### src/common/icache_geom_pkg.sv
// geometry is fixed at 2 ways x 256 sets x 4 words; other sizes need new field widths below
`default_nettype none

package icache_geom_pkg;

    ////////////////////
    // address fields
    ////////////////////
    localparam int addr_w         = 30;   // fetch word address
    localparam int tag_w          = 20;   // addr[29:10]
    localparam int index_w        = 8;    // addr[9:2]
    localparam int num_sets       = 256;
    localparam int word_sel_w     = 2;    // addr[1:0]

    ////////////////////
    // line and entry
    ////////////////////
    localparam int words_per_line = 4;
    localparam int word_w         = 32;
    localparam int line_w         = 128;
    localparam int thread_w       = 2;    // four hardware threads
    localparam int num_ways       = 2;

    // word k sits at bits k*32+31 : k*32
    typedef logic [words_per_line-1:0][word_w-1:0] line_t;

    // one stored way entry, 151 bits
    typedef struct packed {
        logic                valid;
        logic [thread_w-1:0] thread;  // owner of the line
        logic [tag_w-1:0]    tag;
        line_t               line;
    } way_entry_t;

endpackage

`default_nettype wire

### src/icache/icache_replace.sv
// two ways only; victim is combinational from the current index and valid bits
`timescale 1ns/1ps
`default_nettype none

module icache_replace (
    input  wire logic                                clk,
    input  wire logic                                reset,
    input  wire logic [icache_geom_pkg::index_w-1:0] index,
    input  wire logic [icache_geom_pkg::num_ways-1:0] valid_bits,
    output logic                                     victim_way,
    input  wire logic                                touch,
    input  wire logic                                touch_way
);

    // one bit per set naming the way to evict next
    logic [icache_geom_pkg::num_sets-1:0] lru_q;

    ////////////////////
    // victim select
    ////////////////////
    always_comb begin
        if (!valid_bits[0]) begin
            victim_way = 1'b0;                                     // empty way 0 first
        end else if (!valid_bits[1]) begin
            victim_way = 1'b1;
        end else begin
            victim_way = lru_q[index];                             // both full
        end
    end

    ////////////////////
    // LRU update
    ////////////////////
    always_ff @(posedge clk) begin
        if (reset) begin
            lru_q <= '0;
        end else if (touch) begin
            lru_q[index] <= ~touch_way;                            // point at the other way
        end
    end

endmodule

`default_nettype wire

### config.mk
export PLATFORM = sky130hd
export DESIGN_NAME = icache_replace
export DESIGN_NICKNAME = d
export VERILOG_FILES = /design/src/common/icache_geom_pkg.sv /design/src/icache/icache_replace.sv
export SDC_FILE = /design/constraint.sdc
export NUM_CORES = 1
export LEC_CHECK = 0
export CORE_MARGIN = 2
export CORE_UTILIZATION = 37
export DETAILED_ROUTE_END_ITERATION = 8
export DONT_BUFFER_PORTS = 1
export SKIP_CTS_REPAIR_TIMING = 1
export SLEW_MARGIN = 5
export SYNTH_ARGS = -nofsm -noshare
export SYNTH_HDL_FRONTEND = slang
export SYNTH_SLANG_ARGS = --single-unit
export TNS_END_PERCENT = 50
### constraint.sdc
create_clock -name clk -period 3.14 [get_ports clk]
set_input_delay 0.471 -clock clk [delete_from_list [all_inputs] [get_ports clk]]
set_output_delay 0.471 -clock clk [all_outputs]
set_load 0.05 [all_outputs]
Yosys cells after proc, flatten, opt, wreduce, memory -nomap -nowiden
Index checks and enable logic that the tools add are counted.
{ "op_classes": {"n_reduce_logical": 1, "bitwise_logic": 1, "n_addsub": 0, "n_mux": 7, "n_div": 0, "n_eq_ne": 0, "order_cmp": 2, "mul": 0, "shifts": 0} }
{ "op_table": {"columns": ["cell", "count"], "rows": [
  ["256-bit bitwise mux", 1],
  ["8-bit by 9-bit less-than comparator with 1-bit output, second input constant", 1],
  ["1-bit binary-select mux with 8-bit select", 1],
  ["1-bit demux with 8-bit select", 1],
  ["8-bit by 1-bit >= comparator with 1-bit output, second input constant", 1],
  ["1-bit 2-to-1 mux", 4],
  ["1-bit logical AND", 1],
  ["1-bit inverter", 1]
]} }
{ "word_totals": {"mem_count": 0, "ramBits": 0, "latch_bits": 0, "word_cells": 12, "in_bits": 14, "reg_bits": 256, "rom_bits": 0} }

Depth between registers and ports, before layout
{ "depth": {"ltp_word": 5, "depth_mapped": 11, "depth_no_buf": 7} }

Worst setup path after synthesis
No wires, ideal clock.
{ "synth_timing": {"path_type": "input -> output", "startpoint": "input port index[0] in the netlist's numbering", "endpoint": "output port victim_way", "arrival_time_ps": 2381, "stages": 8, "setup_slack_ps": 288, "path_cell_list": "buf_4 -> buf_2 -> mux4_2 -> a211oi_1 -> a21oi_1 -> o211ai_1 -> o311ai_1 -> a22o_1"} }
{ "synth_between": {"elab_chain_cells": 4} }
{ "synth_lines": {"columns": ["element", "line", "text"], "rows": [
  ["start, declared", "icache_replace.sv:8", "input wire logic [icache_geom_pkg::index_w-1:0] index,"],
  ["1-bit binary-select mux with 8-bit select", "icache_replace.sv:27", "victim_way = lru_q[index];"],
  ["1-bit 2-to-1 mux (implied by the code)", "icache_replace.sv:27", null],
  ["1-bit 2-to-1 mux", "icache_replace.sv:24", "end else if (!valid_bits[1]) begin"],
  ["1-bit 2-to-1 mux", "icache_replace.sv:22", "if (!valid_bits[0]) begin"],
  ["end, declared", "icache_replace.sv:10", "output logic victim_way,"]
]} }
No other way between the ends. The select of a mux whose other input is x is not followed.

Worst setup path in the final report
{ "layout_timing": {"startpoint": "register lru_q[247] in the netlist's numbering", "endpoint": "output port victim_way"} }
{ "layout_between": {"elab_chain_cells": 4} }
{ "layout_lines": {"columns": ["element", "line", "text"], "rows": [
  ["start, declared", "icache_replace.sv:16", "logic [icache_geom_pkg::num_sets-1:0] lru_q;"],
  ["start signal, assigned by index", "icache_replace.sv:38", "lru_q[index] <= ~touch_way;"],
  ["1-bit binary-select mux with 8-bit select", "icache_replace.sv:27", null],
  ["1-bit 2-to-1 mux (implied by the code)", "icache_replace.sv:27", null],
  ["1-bit 2-to-1 mux", "icache_replace.sv:24", null],
  ["1-bit 2-to-1 mux", "icache_replace.sv:22", null]
]} }
No other way between the ends. The select of a mux whose other input is x is not followed.

==> results.rst <==
.. list-table::
   :header-rows: 1

   * - Metric
     - Value
   * - Antenna-violating nets left
     - 0
   * - Count of clock tree sinks
     - 256
   * - Total Die Area
     - between 30000 and 40000 sq um
   * - Drt via density
     - 6.28
   * - Outcome
     - finished clean
   * - Arrival time reported for the critical path endpoint
     - 2620 ps
   * - Peak supply drop
     - between 0.4 and 0.5 mV
   * - Fraction of layout cells with a size suffix above 1
     - 16.0%
   * - Number of search-and-repair iterations in the first detailed-routing pass
     - 7
   * - Count of filler cells inserted in the layout
     - just under 3k
   * - Final worst path period share
     - 98.4%
   * - Final Cell Area
     - 13000 sq um
   * - Hold Violations, Final
     - 0
   * - Core Util, Final
     - 41.3%
   * - Max-Slew Margin vs Limit
     - 48.1%
   * - Number of I/O port buffers
     - 0
   * - Slew Viols, Final
     - 0
   * - Number of antenna cells inserted
     - 0
   * - Pre-CTS setup slack
     - 373 ps
   * - Number of CTS-inserted buffers
     - 28
   * - All-layer global routing usage
     - 19.6%
   * - Hold crit path type
     - in -> reg
   * - Setup TNS after final layout
     - 0 ps
   * - Most used DFF post-synth
     - sky130_fd_sc_hd__dfxtp_1
   * - Via count of the first global-routing pass
     - 9019
   * - Area growth, synth to finish
     - 10.1%
   * - Number of synthesized flops with an enable pin
     - 0
   * - Clock slew at reported path FFs
     - around 60 ps
   * - Chip width
     - 183 um
   * - Tmin final
     - just over 3000 ps
   * - Critical path data required time
     - 2670 ps
   * - Core area
     - ~31000 sq um
   * - # setup viols final
     - 0
   * - Async set-reset flop share out of synthesis
     - 0%
   * - Unrepaired setup endpoints after global routing
     - no
   * - Residual overflow from global routing
     - 0
   * - Instance area after placement
     - 12100 sq um
   * - Pin count of the biggest net entering global routing
     - 257
   * - Top register by number of flip-flops
     - lru_q
   * - Post-detail-place hpwl
     - 18.4 mm
   * - Transition time of the tightest slew-check pin
     - 772 ps
   * - Initial antenna violation count
     - 0
   * - Crit path setup slack, layout
     - 50.2 ps
   * - Sum of routed wire length over all layers
     - approximately 33 mm
   * - Cells after Synth
     - 1211
   * - WL/cell
     - 21.4 um
   * - DRC violation total after the first TritonRoute iteration
     - 1184
   * - Final GP Congestion
     - 0.766
   * - Max FFs per register
     - 256
   * - Number of cells in the finished layout apart from fillers
     - around 1.6k
   * - Top library cells by usage in the layout, fill and taps aside
     - 257 x sky130_fd_sc_hd__a21oi_1, 255 x sky130_fd_sc_hd__dfxtp_1, 227 x sky130_fd_sc_hd__a311oi_1
   * - CTS tree
     - built
   * - Worst skew pair latency
     - around 530 ps
   * - Number of placement rows
     - 65
   * - Clock Skew
     - 0 ps
   * - Number of register bits inferred by synthesis
     - 256
   * - Top-level port count
     - 15
   * - Mean instance size in the synthesized netlist
     - 9.76 sq um
   * - Total number of nets in the final design
     - 1143
   * - Post-route DRC violation count
     - 0
   * - Max Freq
     - around 0.32 GHz
   * - Effective utilization at floorplan
     - between 30% and 40%
   * - Count of cell types in the netlist
     - 44
   * - Synthesis warning total
     - 0
   * - Power per unit of standard cell area
     - 520 nW/um^2
   * - Max_cap viols
     - 0
   * - Cell count after placement
     - approximately 1.5k
   * - Largest fanout on the critical path
     - 2
   * - Worst setup path category
     - reg -> out
   * - Most common library cell in the layout ignoring fill and taps
     - sky130_fd_sc_hd__a21oi_1
   * - First-pass GRT wire length
     - around 53 mm
   * - Capturing element type of the critical path
     - output pin
   * - Kind of start point of the critical path
     - flip-flop
   * - Number of nets in the synthesized netlist
     - 1225
   * - Post-synthesis instance area
     - about 12000 sq um
   * - Leakage power summed over all cells
     - 3.83 nW
   * - Root buffer cell
     - sky130_fd_sc_hd__clkbuf_16
   * - Sequential cell area fraction in the yosys report
     - 43.4%
   * - Vert. Die Dim
     - 183 um
   * - Maximum clock path buffer count
     - 3
   * - H-tree depth
     - 1
   * - Registers with the highest flip-flop counts
     - lru_q x256
   * - Total via count in the routed design
     - 9742
==> per-stage QoR <==
| stage | hold slack [ps] | power [mW] |
|---|---|---|
| after floorplan | 446 | 3.66 |
| after CTS | 23.8 | 6.82 |
| after global placement | 454 | 3.60 |
| after detailed placement | 461 | 3.60 |
| final | 34.7 | 6.76 |
| after global routing | 13.0 | 6.96 |
==> worst paths after layout <==
path,startpoint,end,slack [ps],cells after the start
min,reset,lru_q[132],30,1
max reg2reg,lru_q[178],lru_q[178],2350,2
min reg2reg,lru_q[239],lru_q[239],470,2
max,lru_q[247],victim_way,50,8
==> area by class of cell <==
class | count | area, sq um | area share, %
repair buffers | 54 | 433 | 3.33
clock buffers | 43 | 838 | 6.44
inverters | 5 | 18.8 | 0.144
flip-flops and latches | 256 | 5130 | 39.4
clock inverters | 7 | 62.6 | 0.481
well taps | 402 | 503 | 3.87
multi-input cells | 784 | 6030 | 46.4
==> report_power, final <==
group | leakage (nW) | switching, mW | internal [mW]
sequential | 2.06 | 0.00350 | 3.25
clock | 0.444 | 1.32 | 1.91
combinational | 1.32 | 0.168 | 0.107
==> cell usage after synthesis (all sizes together) (2+ instances only) <==
library cell | instances | share of area [%]
or3 | 26 | 1.4
nand2 | 31 | 0.98
nor4 | 2 | 0.16
a21oi | 257 | 11
a311oi | 227 | 17
mux2 | 6 | 0.57
dfxtp | 256 | 43
inv | 4 | 0.13
mux4 | 45 | 8.6
a31oi | 2 | 0.11
nand3 | 13 | 0.55
o22ai | 2 | 0.11
and3 | 4 | 0.21
nor2 | 36 | 1.5
nor3 | 10 | 0.42
o21ai | 29 | 1.2
clkbuf | 127 | 4.0
o2111ai | 6 | 0.50
nand4 | 3 | 0.16
mux2i | 40 | 3.4
a22oi | 20 | 1.3
a211oi | 5 | 0.32
o311ai | 2 | 0.15
buf | 39 | 2.1
nand2b | 3 | 0.16
nor2b | 6 | 0.32
==> critical path: stages (launching register included) <==
cell and delay (ps):
sky130_fd_sc_hd__dfxtp_1 310, sky130_fd_sc_hd__mux4_2 460, sky130_fd_sc_hd__mux2_2 290, sky130_fd_sc_hd__nand2_1 70, sky130_fd_sc_hd__o2111ai_1 120, sky130_fd_sc_hd__o211ai_1 200
sky130_fd_sc_hd__o311ai_1 160, sky130_fd_sc_hd__a22o_1 300, sky130_fd_sc_hd__buf_12 170
==> metal layers <==
metal | share of wire [%] | track usage, %
met3 | 5.6 | 2.72
met5 | 0 | 0
met4 | 2.2 | 5.32
met2 | 46 | 30.6
met1 | 46 | 28.3
==> logic make-up after synthesis <==
family	count (synthesis)	synth area share [%]
AO/OA/AOI/OAI	556	31.8
buffers and inverters	171	6.28
flip-flops	256	43.4
multiplexers	91	12.5
AND/OR/NAND/NOR	137	6.01
(Power assumes the default switching activity.)
