## src/common/icache_geom_pkg.sv

```systemverilog
// geometry is fixed at 2 ways x 256 sets x 4 words; other sizes need new field widths below
`default_nettype none

package icache_geom_pkg;

    ////////////////////
    // address fields
    ////////////////////
    localparam int addr_w         = 30;   // fetch word address
    localparam int tag_w          = 20;   // addr[29:10]
    localparam int index_w        = 8;    // addr[9:2]
    localparam int num_sets       = 256;
    localparam int word_sel_w     = 2;    // addr[1:0]

    ////////////////////
    // line and entry
    ////////////////////
    localparam int words_per_line = 4;
    localparam int word_w         = 32;
    localparam int line_w         = 128;
    localparam int thread_w       = 2;    // four hardware threads
    localparam int num_ways       = 2;

    // word k sits at bits k*32+31 : k*32
    typedef logic [words_per_line-1:0][word_w-1:0] line_t;

    // one stored way entry, 151 bits
    typedef struct packed {
        logic                valid;
        logic [thread_w-1:0] thread;  // owner of the line
        logic [tag_w-1:0]    tag;
        line_t               line;
    } way_entry_t;

endpackage

`default_nettype wire

```

## src/common/icache_bus_pkg.sv

```systemverilog
// fetch and L2 ports are single-cycle strobes with no back-pressure
`default_nettype none

package icache_bus_pkg;

    ////////////////////
    // fetch side
    ////////////////////
    typedef struct packed {
        logic [icache_geom_pkg::thread_w-1:0] thread;
        logic [icache_geom_pkg::addr_w-1:0]   addr;    // word address
    } fetch_req_t;                                     // 32 bits

    typedef struct packed {
        logic [icache_geom_pkg::word_w-1:0]   word;
        logic [icache_geom_pkg::thread_w-1:0] thread;
        logic                                 refill;  // 1 = came from L2, 0 = hit
    } fetch_resp_t;                                    // 35 bits

    ////////////////////
    // L2 side
    ////////////////////
    typedef struct packed {
        logic [icache_geom_pkg::thread_w-1:0] thread;
        // tag plus index
        logic [icache_geom_pkg::tag_w+icache_geom_pkg::index_w-1:0] line_addr;
    } l2_req_t;                                        // 30 bits

    typedef struct packed {
        logic [icache_geom_pkg::thread_w-1:0] thread;
        icache_geom_pkg::line_t               line;
    } l2_resp_t;                                       // 130 bits

    ////////////////////
    // controller FSM
    ////////////////////
    typedef enum logic [1:0] {
        st_idle      = 2'd0,  // waiting for a fetch
        st_lookup    = 2'd1,  // tag compare on registered way data
        st_miss_wait = 2'd2,  // L2 request sent, waiting for our thread
        st_refill    = 2'd3   // line written, word goes out
    } ic_state_e;

endpackage

`default_nettype wire

```

## src/icache/icache_ctrl.sv

```systemverilog
// one fetch in flight at a time; strobes while busy are dropped, L2 replies for other threads ignored
`timescale 1ns/1ps
`default_nettype none

module icache_ctrl (
    input  wire logic                                  clk,
    input  wire logic                                  reset,
    input  wire logic                                  fetch_valid,
    input  wire icache_bus_pkg::fetch_req_t            fetch_req,
    output logic                                       resp_valid,
    output icache_bus_pkg::fetch_resp_t                resp,
    output logic                                       busy,
    output logic                                       l2_req_valid,
    output icache_bus_pkg::l2_req_t                    l2_req,
    input  wire logic                                  l2_resp_valid,
    input  wire icache_bus_pkg::l2_resp_t              l2_resp,
    output logic [icache_geom_pkg::index_w-1:0]        rd_index,
    input  wire icache_geom_pkg::way_entry_t           way0_entry,
    input  wire icache_geom_pkg::way_entry_t           way1_entry,
    output logic                                       wr_en0,
    output logic                                       wr_en1,
    output logic [icache_geom_pkg::index_w-1:0]        wr_index,
    output icache_geom_pkg::way_entry_t                wr_entry,
    input  wire logic                                  victim_way,
    output logic                                       touch,
    output logic                                       touch_way,
    output logic [icache_geom_pkg::num_ways-1:0]       valid_bits
);

    icache_bus_pkg::ic_state_e                  state_q;
    icache_bus_pkg::ic_state_e                  state_d;
    icache_bus_pkg::fetch_req_t                 req_q;        // latched fetch
    icache_geom_pkg::line_t                     refill_line_q;

    logic [icache_geom_pkg::tag_w-1:0]          tag_q;
    logic [icache_geom_pkg::index_w-1:0]        index_q;
    logic [icache_geom_pkg::word_sel_w-1:0]     sel_q;
    logic                                       accept;       // fetch taken this cycle
    logic                                       hit0;
    logic                                       hit1;
    logic                                       hit;
    logic                                       refill_ok;    // L2 reply for our thread
    icache_geom_pkg::line_t                     hit_line;

    ////////////////////
    // address fields
    ////////////////////
    assign tag_q   = req_q.addr[icache_geom_pkg::addr_w-1 -: icache_geom_pkg::tag_w];
    assign index_q = req_q.addr[icache_geom_pkg::word_sel_w +: icache_geom_pkg::index_w];
    assign sel_q   = req_q.addr[icache_geom_pkg::word_sel_w-1:0];

    assign accept  = fetch_valid && (state_q == icache_bus_pkg::st_idle);

    // arrays follow the incoming fetch while idle, then hold on the latched set
    assign rd_index = (state_q == icache_bus_pkg::st_idle) ?
                      fetch_req.addr[icache_geom_pkg::word_sel_w +: icache_geom_pkg::index_w] :
                      index_q;

    ////////////////////
    // tag compare
    ////////////////////
    // thread id is part of the match
    assign hit0 = way0_entry.valid && (way0_entry.thread == req_q.thread) &&
                  (way0_entry.tag == tag_q);
    assign hit1 = way1_entry.valid && (way1_entry.thread == req_q.thread) &&
                  (way1_entry.tag == tag_q);
    assign hit  = hit0 || hit1;

    assign hit_line   = hit1 ? way1_entry.line : way0_entry.line;
    assign valid_bits = {way1_entry.valid, way0_entry.valid};

    assign refill_ok = (state_q == icache_bus_pkg::st_miss_wait) && l2_resp_valid &&
                       (l2_resp.thread == req_q.thread);

    ////////////////////
    // FSM
    ////////////////////
    always_comb begin
        state_d = state_q;
        case (state_q)
            icache_bus_pkg::st_idle: begin
                if (fetch_valid) begin
                    state_d = icache_bus_pkg::st_lookup;
                end
            end
            icache_bus_pkg::st_lookup: begin
                state_d = hit ? icache_bus_pkg::st_idle : icache_bus_pkg::st_miss_wait;
            end
            icache_bus_pkg::st_miss_wait: begin
                if (refill_ok) begin
                    state_d = icache_bus_pkg::st_refill;
                end
            end
            default: begin                                         // st_refill
                state_d = icache_bus_pkg::st_idle;
            end
        endcase
    end

    always_ff @(posedge clk) begin
        if (reset) begin
            state_q <= icache_bus_pkg::st_idle;
        end else begin
            state_q <= state_d;
        end
    end

    always_ff @(posedge clk) begin
        if (accept) begin
            req_q <= fetch_req;
        end
        if (refill_ok) begin
            refill_line_q <= l2_resp.line;                         // word for next cycle
        end
    end

    ////////////////////
    // outputs
    ////////////////////
    assign busy = (state_q != icache_bus_pkg::st_idle);

    assign resp_valid  = ((state_q == icache_bus_pkg::st_lookup) && hit) ||
                         (state_q == icache_bus_pkg::st_refill);
    assign resp.word   = (state_q == icache_bus_pkg::st_refill) ? refill_line_q[sel_q] :
                                                                  hit_line[sel_q];
    assign resp.thread = req_q.thread;
    assign resp.refill = (state_q == icache_bus_pkg::st_refill);

    assign l2_req_valid     = (state_q == icache_bus_pkg::st_lookup) && !hit;  // one per miss
    assign l2_req.thread    = req_q.thread;
    assign l2_req.line_addr = req_q.addr[icache_geom_pkg::addr_w-1:icache_geom_pkg::word_sel_w];

    // refill goes into the victim way in the same cycle the reply lands
    assign wr_en0          = refill_ok && !victim_way;
    assign wr_en1          = refill_ok && victim_way;
    assign wr_index        = index_q;
    assign wr_entry.valid  = 1'b1;
    assign wr_entry.thread = req_q.thread;
    assign wr_entry.tag    = tag_q;
    assign wr_entry.line   = l2_resp.line;

    assign touch     = ((state_q == icache_bus_pkg::st_lookup) && hit) || refill_ok;
    assign touch_way = refill_ok ? victim_way : hit1;

    ////////////////////
    // checks
    ////////////////////
    // the fetch stage must hold off while a fetch is in flight
    a_no_fetch_while_busy: assert property (@(posedge clk) disable iff (reset)
        busy |-> !fetch_valid);

    // a line is only ever filled into one way for a given thread and tag
    a_single_way_hit: assert property (@(posedge clk) disable iff (reset)
        (state_q == icache_bus_pkg::st_lookup) |-> !(hit0 && hit1));

    // L2 only answers while a miss is outstanding
    a_l2_resp_in_miss_wait: assert property (@(posedge clk) disable iff (reset)
        l2_resp_valid |-> (state_q == icache_bus_pkg::st_miss_wait));

endmodule

`default_nettype wire

```

## config.mk

```make
export PLATFORM = sky130hd
export DESIGN_NAME = icache_ctrl
export DESIGN_NICKNAME = d
export VERILOG_FILES = /design/src/common/icache_geom_pkg.sv /design/src/common/icache_bus_pkg.sv /design/src/icache/icache_ctrl.sv
export SDC_FILE = /design/constraint.sdc
export NUM_CORES = 1
export LEC_CHECK = 0
export ABC_AREA = 1
export ABC_CLOCK_PERIOD_IN_PS = 6650
export BUFFER_PORTS_ARGS = -buffer_cell sky130_fd_sc_hd__buf_2
export CAP_MARGIN = 20
export CORE_AREA = 2 2 279 281
export CTS_BUF_LIST = sky130_fd_sc_hd__clkbuf_4 sky130_fd_sc_hd__clkbuf_8 sky130_fd_sc_hd__clkbuf_16
export CTS_CLUSTER_DIAMETER = 120
export DETAILED_ROUTE_END_ITERATION = 12
export DIE_AREA = 0 0 281 283
export PLACE_DENSITY = 0.45
export SLEW_MARGIN = 10
export SYNTH_ARGS = -nofsm -noshare
export SYNTH_HDL_FRONTEND = slang
export SYNTH_SLANG_ARGS = --single-unit
```

## constraint.sdc

```tcl
create_clock -name clk -period 6.65 [get_ports clk]
set_input_delay 1.33 -clock clk [delete_from_list [all_inputs] [get_ports clk]]
set_output_delay 1.33 -clock clk [all_outputs]
set_load 0.01 [all_outputs]
```

======== Word-level counts from Yosys, hierarchy flattened ========
Cells that the tools add are included.
word-level totals
  flip-flop bits (word level) ............. 162
  output and inout bits ................... 241
cells by class
  magnitude comparators ................... 1
  eq/ne operators ......................... 10
  muxes and demuxes ....................... 12
  reductions and logical operators ........ 19
operator list
  operator                                                                       number
  32-bit binary-select mux with 2-bit select                                     2
  128-bit 2-to-1 mux                                                             1
  32-bit 2-to-1 mux                                                              3
  20-bit equality test                                                           2
  1-bit logical AND                                                              11
  8-bit 2-to-1 mux                                                               1
  2-bit equality test                                                            3
  2-bit 2-to-1 mux                                                               3
  2-bit one-hot mux with 3 select lines                                          1
  2-bit equality test (second input constant)                                    2
  2-bit != test (second input constant)                                          2
  1-bit logical OR                                                               3
  2-bit by 3-bit less-than comparator with 1-bit output (second input constant)  1
  2-bit by 1-bit equality test with 1-bit output (second input constant)         1
  1-bit logical NOT                                                              2
  2-bit logical NOT                                                              1
  2-bit AND reduction                                                            1
  2-bit nonzero test                                                             1
  1-bit 2-to-1 mux                                                               1

======== Depth between registers and ports, before layout ========
  word-level depth ........................ 7
  gate-level depth with buffers ........... 14

======== Worst setup path after synthesis ========
OpenSTA, ideal clock, no wires.
  path type ............................... input-to-output
  from .................................... input l2_resp[128] (netlist bit)
  to ...................................... output touch_way
  arrival ................................. 5.378 ns
  path slack .............................. -0.058 ns
  stages .................................. 5
  buffers on the path ..................... 0
  cell sequence ........................... xnor2_1 and3_1 inv_1 nor2_1 a21oi_1
on the way
  longest elaborated chain between the ends .. 3
ends and longest elaborated chain
  element              line                source
  from (decl)          icache_ctrl.sv:16   input wire icache_bus_pkg::l2_resp_t l2_resp,
  2-bit equality test  icache_ctrl.sv:73   (l2_resp.thread == req_q.thread);
  1-bit logical AND    icache_ctrl.sv:72   assign refill_ok = (state_q == icache_bus_pkg::st_miss_wait) && l2_resp_valid &&
  via refill_ok        icache_ctrl.sv:42   logic refill_ok;
  1-bit 2-to-1 mux     icache_ctrl.sv:143  assign touch_way = refill_ok ? victim_way : hit1;
  to (decl)            icache_ctrl.sv:26   output logic touch_way,
The timed path passes the listed nets, and every way through them passes these cells.

==> impl_metrics.yaml <==
finish:
  area_delta_synth_final_pct: 31.7
  nets: 2542
  drive_gt1_share_pct: 37.3
  fin_util_pct: 20.8
clock_tree:
  cts_resized: 0
  hold_buffers: 0
  cts_buffer_depth: 2
  post_cts_buffers: 0
  clk_pin_slew_ns: 0.08
  cts_tree: "built"
  htree_levels: 4
  clock_latency_ns: 0.48
  cts-root-buf: "clkbuf_16"
  cts_made_buffers: 17
  clock-sinks: 162
synth:
  netlist_top_cells_area: "edfxtp_1 (40%), buf_4 (12%), nand3_1 (9.5%)"
  syn_inst: 1623
  synth.most_common_cell: "nand2_1"
  synth_fp_nets: 2092
  yosys-top-cells-count: "nand2_1 (300), inv_1 (295), nand3_1 (229), buf_4 (193), edfxtp_1 (160)"
  synth_edf_count: 160
  ys_seq_area_share_pct: 40.0
  yosys_most_used_dff: "edfxtp_1"
  synth_seq_cells: 162
  avgSynthCellArea_sq_um: 7.46
  yosysTopAreaCell: "edfxtp_1"
  async_reset_ff_share_pct: 0
  ys_warn_count: 0
  synth.distinct_cells: 30
  synth_area_sq_mm: 0.0121
  yosys.area.top_type_share_pct: 39.7
floorplan:
  die-area_sq_mm: 0.0795
  core_region_area_sq_mm: 0.0767
  die_h_microns: 283
  rows: 102
  io_pins: 710
  die_x_microns: 281
  start_util_pct: 15.8
hold_path:
  hold_path_depth: 1
  hp-start: "state_q[0]"
  hold_end: "state_q[0]"
  hp-class: "reg -> reg"
worst_setup_path:
  r2r_slack_ns: 3.60
  reg2reg_to: "refill_line_q[16]"
  startpoint: "way1_entry[147]"
  critPathArrivalTime_ns: 3.74
  crit_path_end_kind: "output port"
  crit_path_max_fanout: 128
  crit_type: "in -> out"
  cp-start-kind: "input pin"
  worst_r2r_startpoint: "l2_req[28]"
  crit_required_ns: 5.32
  reg2reg_depth: 4
outcome:
  status: "finished, final reports clean"
detailed_routing:
  post_drt_via_cell_ratio: 4.02
  firstDrtPassIters: 5
  vias: 12600
  drc: 0
  drtIter0Drc: 669
  wl_microns: 60300
  wl_per_cell_microns: 19.3
  ant_nets: 0
global_routing:
  grt_max_degree: 129
  grt_pass1_wl_microns: 84300
  grt_overflow: 0
  grt_pass1_vias: 12200
  antenna_found_initial: 20
  grt.total_usage_pct: 14.7
sta:
  final-hold-violation-count: 0
  max_freq_mhz: 197
  period_minus_slack_ns: 5.07
  rsz0062_at_grt: "no"
  slew_headroom_pct: 29.3
  tightest_slew_ns: 1.06
  fin_setup_tns_ns: 0
  fin_skew_ns: 0.0195
  finalMaxSlewViolations: 0
  setup_violations: 0
  layout_worst_path_cycle_share_pct: 76.3
placed_design:
  gp_congestion: 0.911
  hpwl_microns: 46800
  port_buffers: 708
power_and_ir_drop:
  leakage_nw: 8.16
  p_total_mw: 3.11
  peakVddDrop_mv: 0.123
  power_density_mw_per_mm2: 195
run:
  cap_violations: 0
## final cells by class
cell class / instances / area [sq um]
Timing Repair Buffer: 729 / 3800
Clock buffer: 17 / 425
Antenna cell: 6 / 15.0
Clock inverter: 15 / 206
Fill cell: 8739 / 60800
Inverter: 306 / 1150
Sequential cell: 162 / 4840
Multi-Input combinational cell: 857 / 4200
Tap cell: 1040 / 1300
## state kept, by name, indices dropped and copies added, names as in the netlist
register / flops
refill_line_q: 128
l2_req: 30
req_q: 2
state_q: 2
## worst max-delay path by stage
stage / end / cells past startpoint
after floorplan: touch_way / 5
after global placement: resp[17] / 14
after detailed placement: resp[17] / 14
after CTS: resp[17] / 14
after global routing: resp[17] / 13
final: resp[17] / 13
## cell usage in the layout (no fill, tap or decap), drive strengths merged, types with 13 or more instances in the layout
| cell | instances |
|---|---|
| buf | 729 |
| inv | 309 |
| nand2 | 300 |
| nand3 | 230 |
| edfxtp | 160 |
| nand4 | 128 |
| nor2 | 67 |
| o21ai | 45 |
| a21oi | 29 |
| o22ai | 24 |
| clkbuf | 17 |
| a221o | 13 |
## per-layer routing
metal / global-route usage, % / vias to the layer above / wire length, microns
met5: 0 / - / 92
met4: 5.87 / 14 / 1960
met3: 3.69 / 81 / 4220
met2: 23.7 / 560 / 28000
met1: 18.7 / 5890 / 26000
li1: - / 6043 / -
## power breakdown
group / switching (mW) / total, mW / internal (mW)
logic: 0.511 / 0.822 / 0.311
clock network: 0.563 / 1.08 / 0.519
registers: 0.0399 / 1.20 / 1.16
## per-stage QoR
| step | setup slack [ns] | instances | hold WS, ns | instance area (sq um) |
|---|---|---|---|---|
| floorplan | 1.56 | 1623 | 0.443 | 12100 |
| global placement | 1.68 | 3093 | 0.523 | 15300 |
| detailed placement | 1.62 | 3093 | 0.522 | 15300 |
| CTS | 1.62 | 3125 | 0.535 | 15900 |
| global route | 1.48 | 3130 | 0.575 | 15900 |
| finish | 1.58 | 3132 | 0.533 | 15900 |
## critical path, cell delays in order
cell and delay (ns):
buf_2 0.11, nand2_1 0.08, nand2_1 0.06, nor2_1 0.11
nand2_1 0.11, nor2_4 0.16, buf_12 0.49, nand4_1 0.18
nand3_1 0.13, nand3_1 0.23, nand3_1 0.36, nand2_1 0.09
buf_2 0.15
## logic make-up after synthesis
group | Yosys count | synth area share, %
AOI/OAI and AO/OA | 117 | 5.78
xor gates and xnor gates | 11 | 0.796
buffers and inverters | 604 | 25.6
DFF | 162 | 40.0
other | 1 | 0.0310
and+or+nand+nor | 728 | 27.8
No activity file was read; power rests on OpenSTA's default activity.
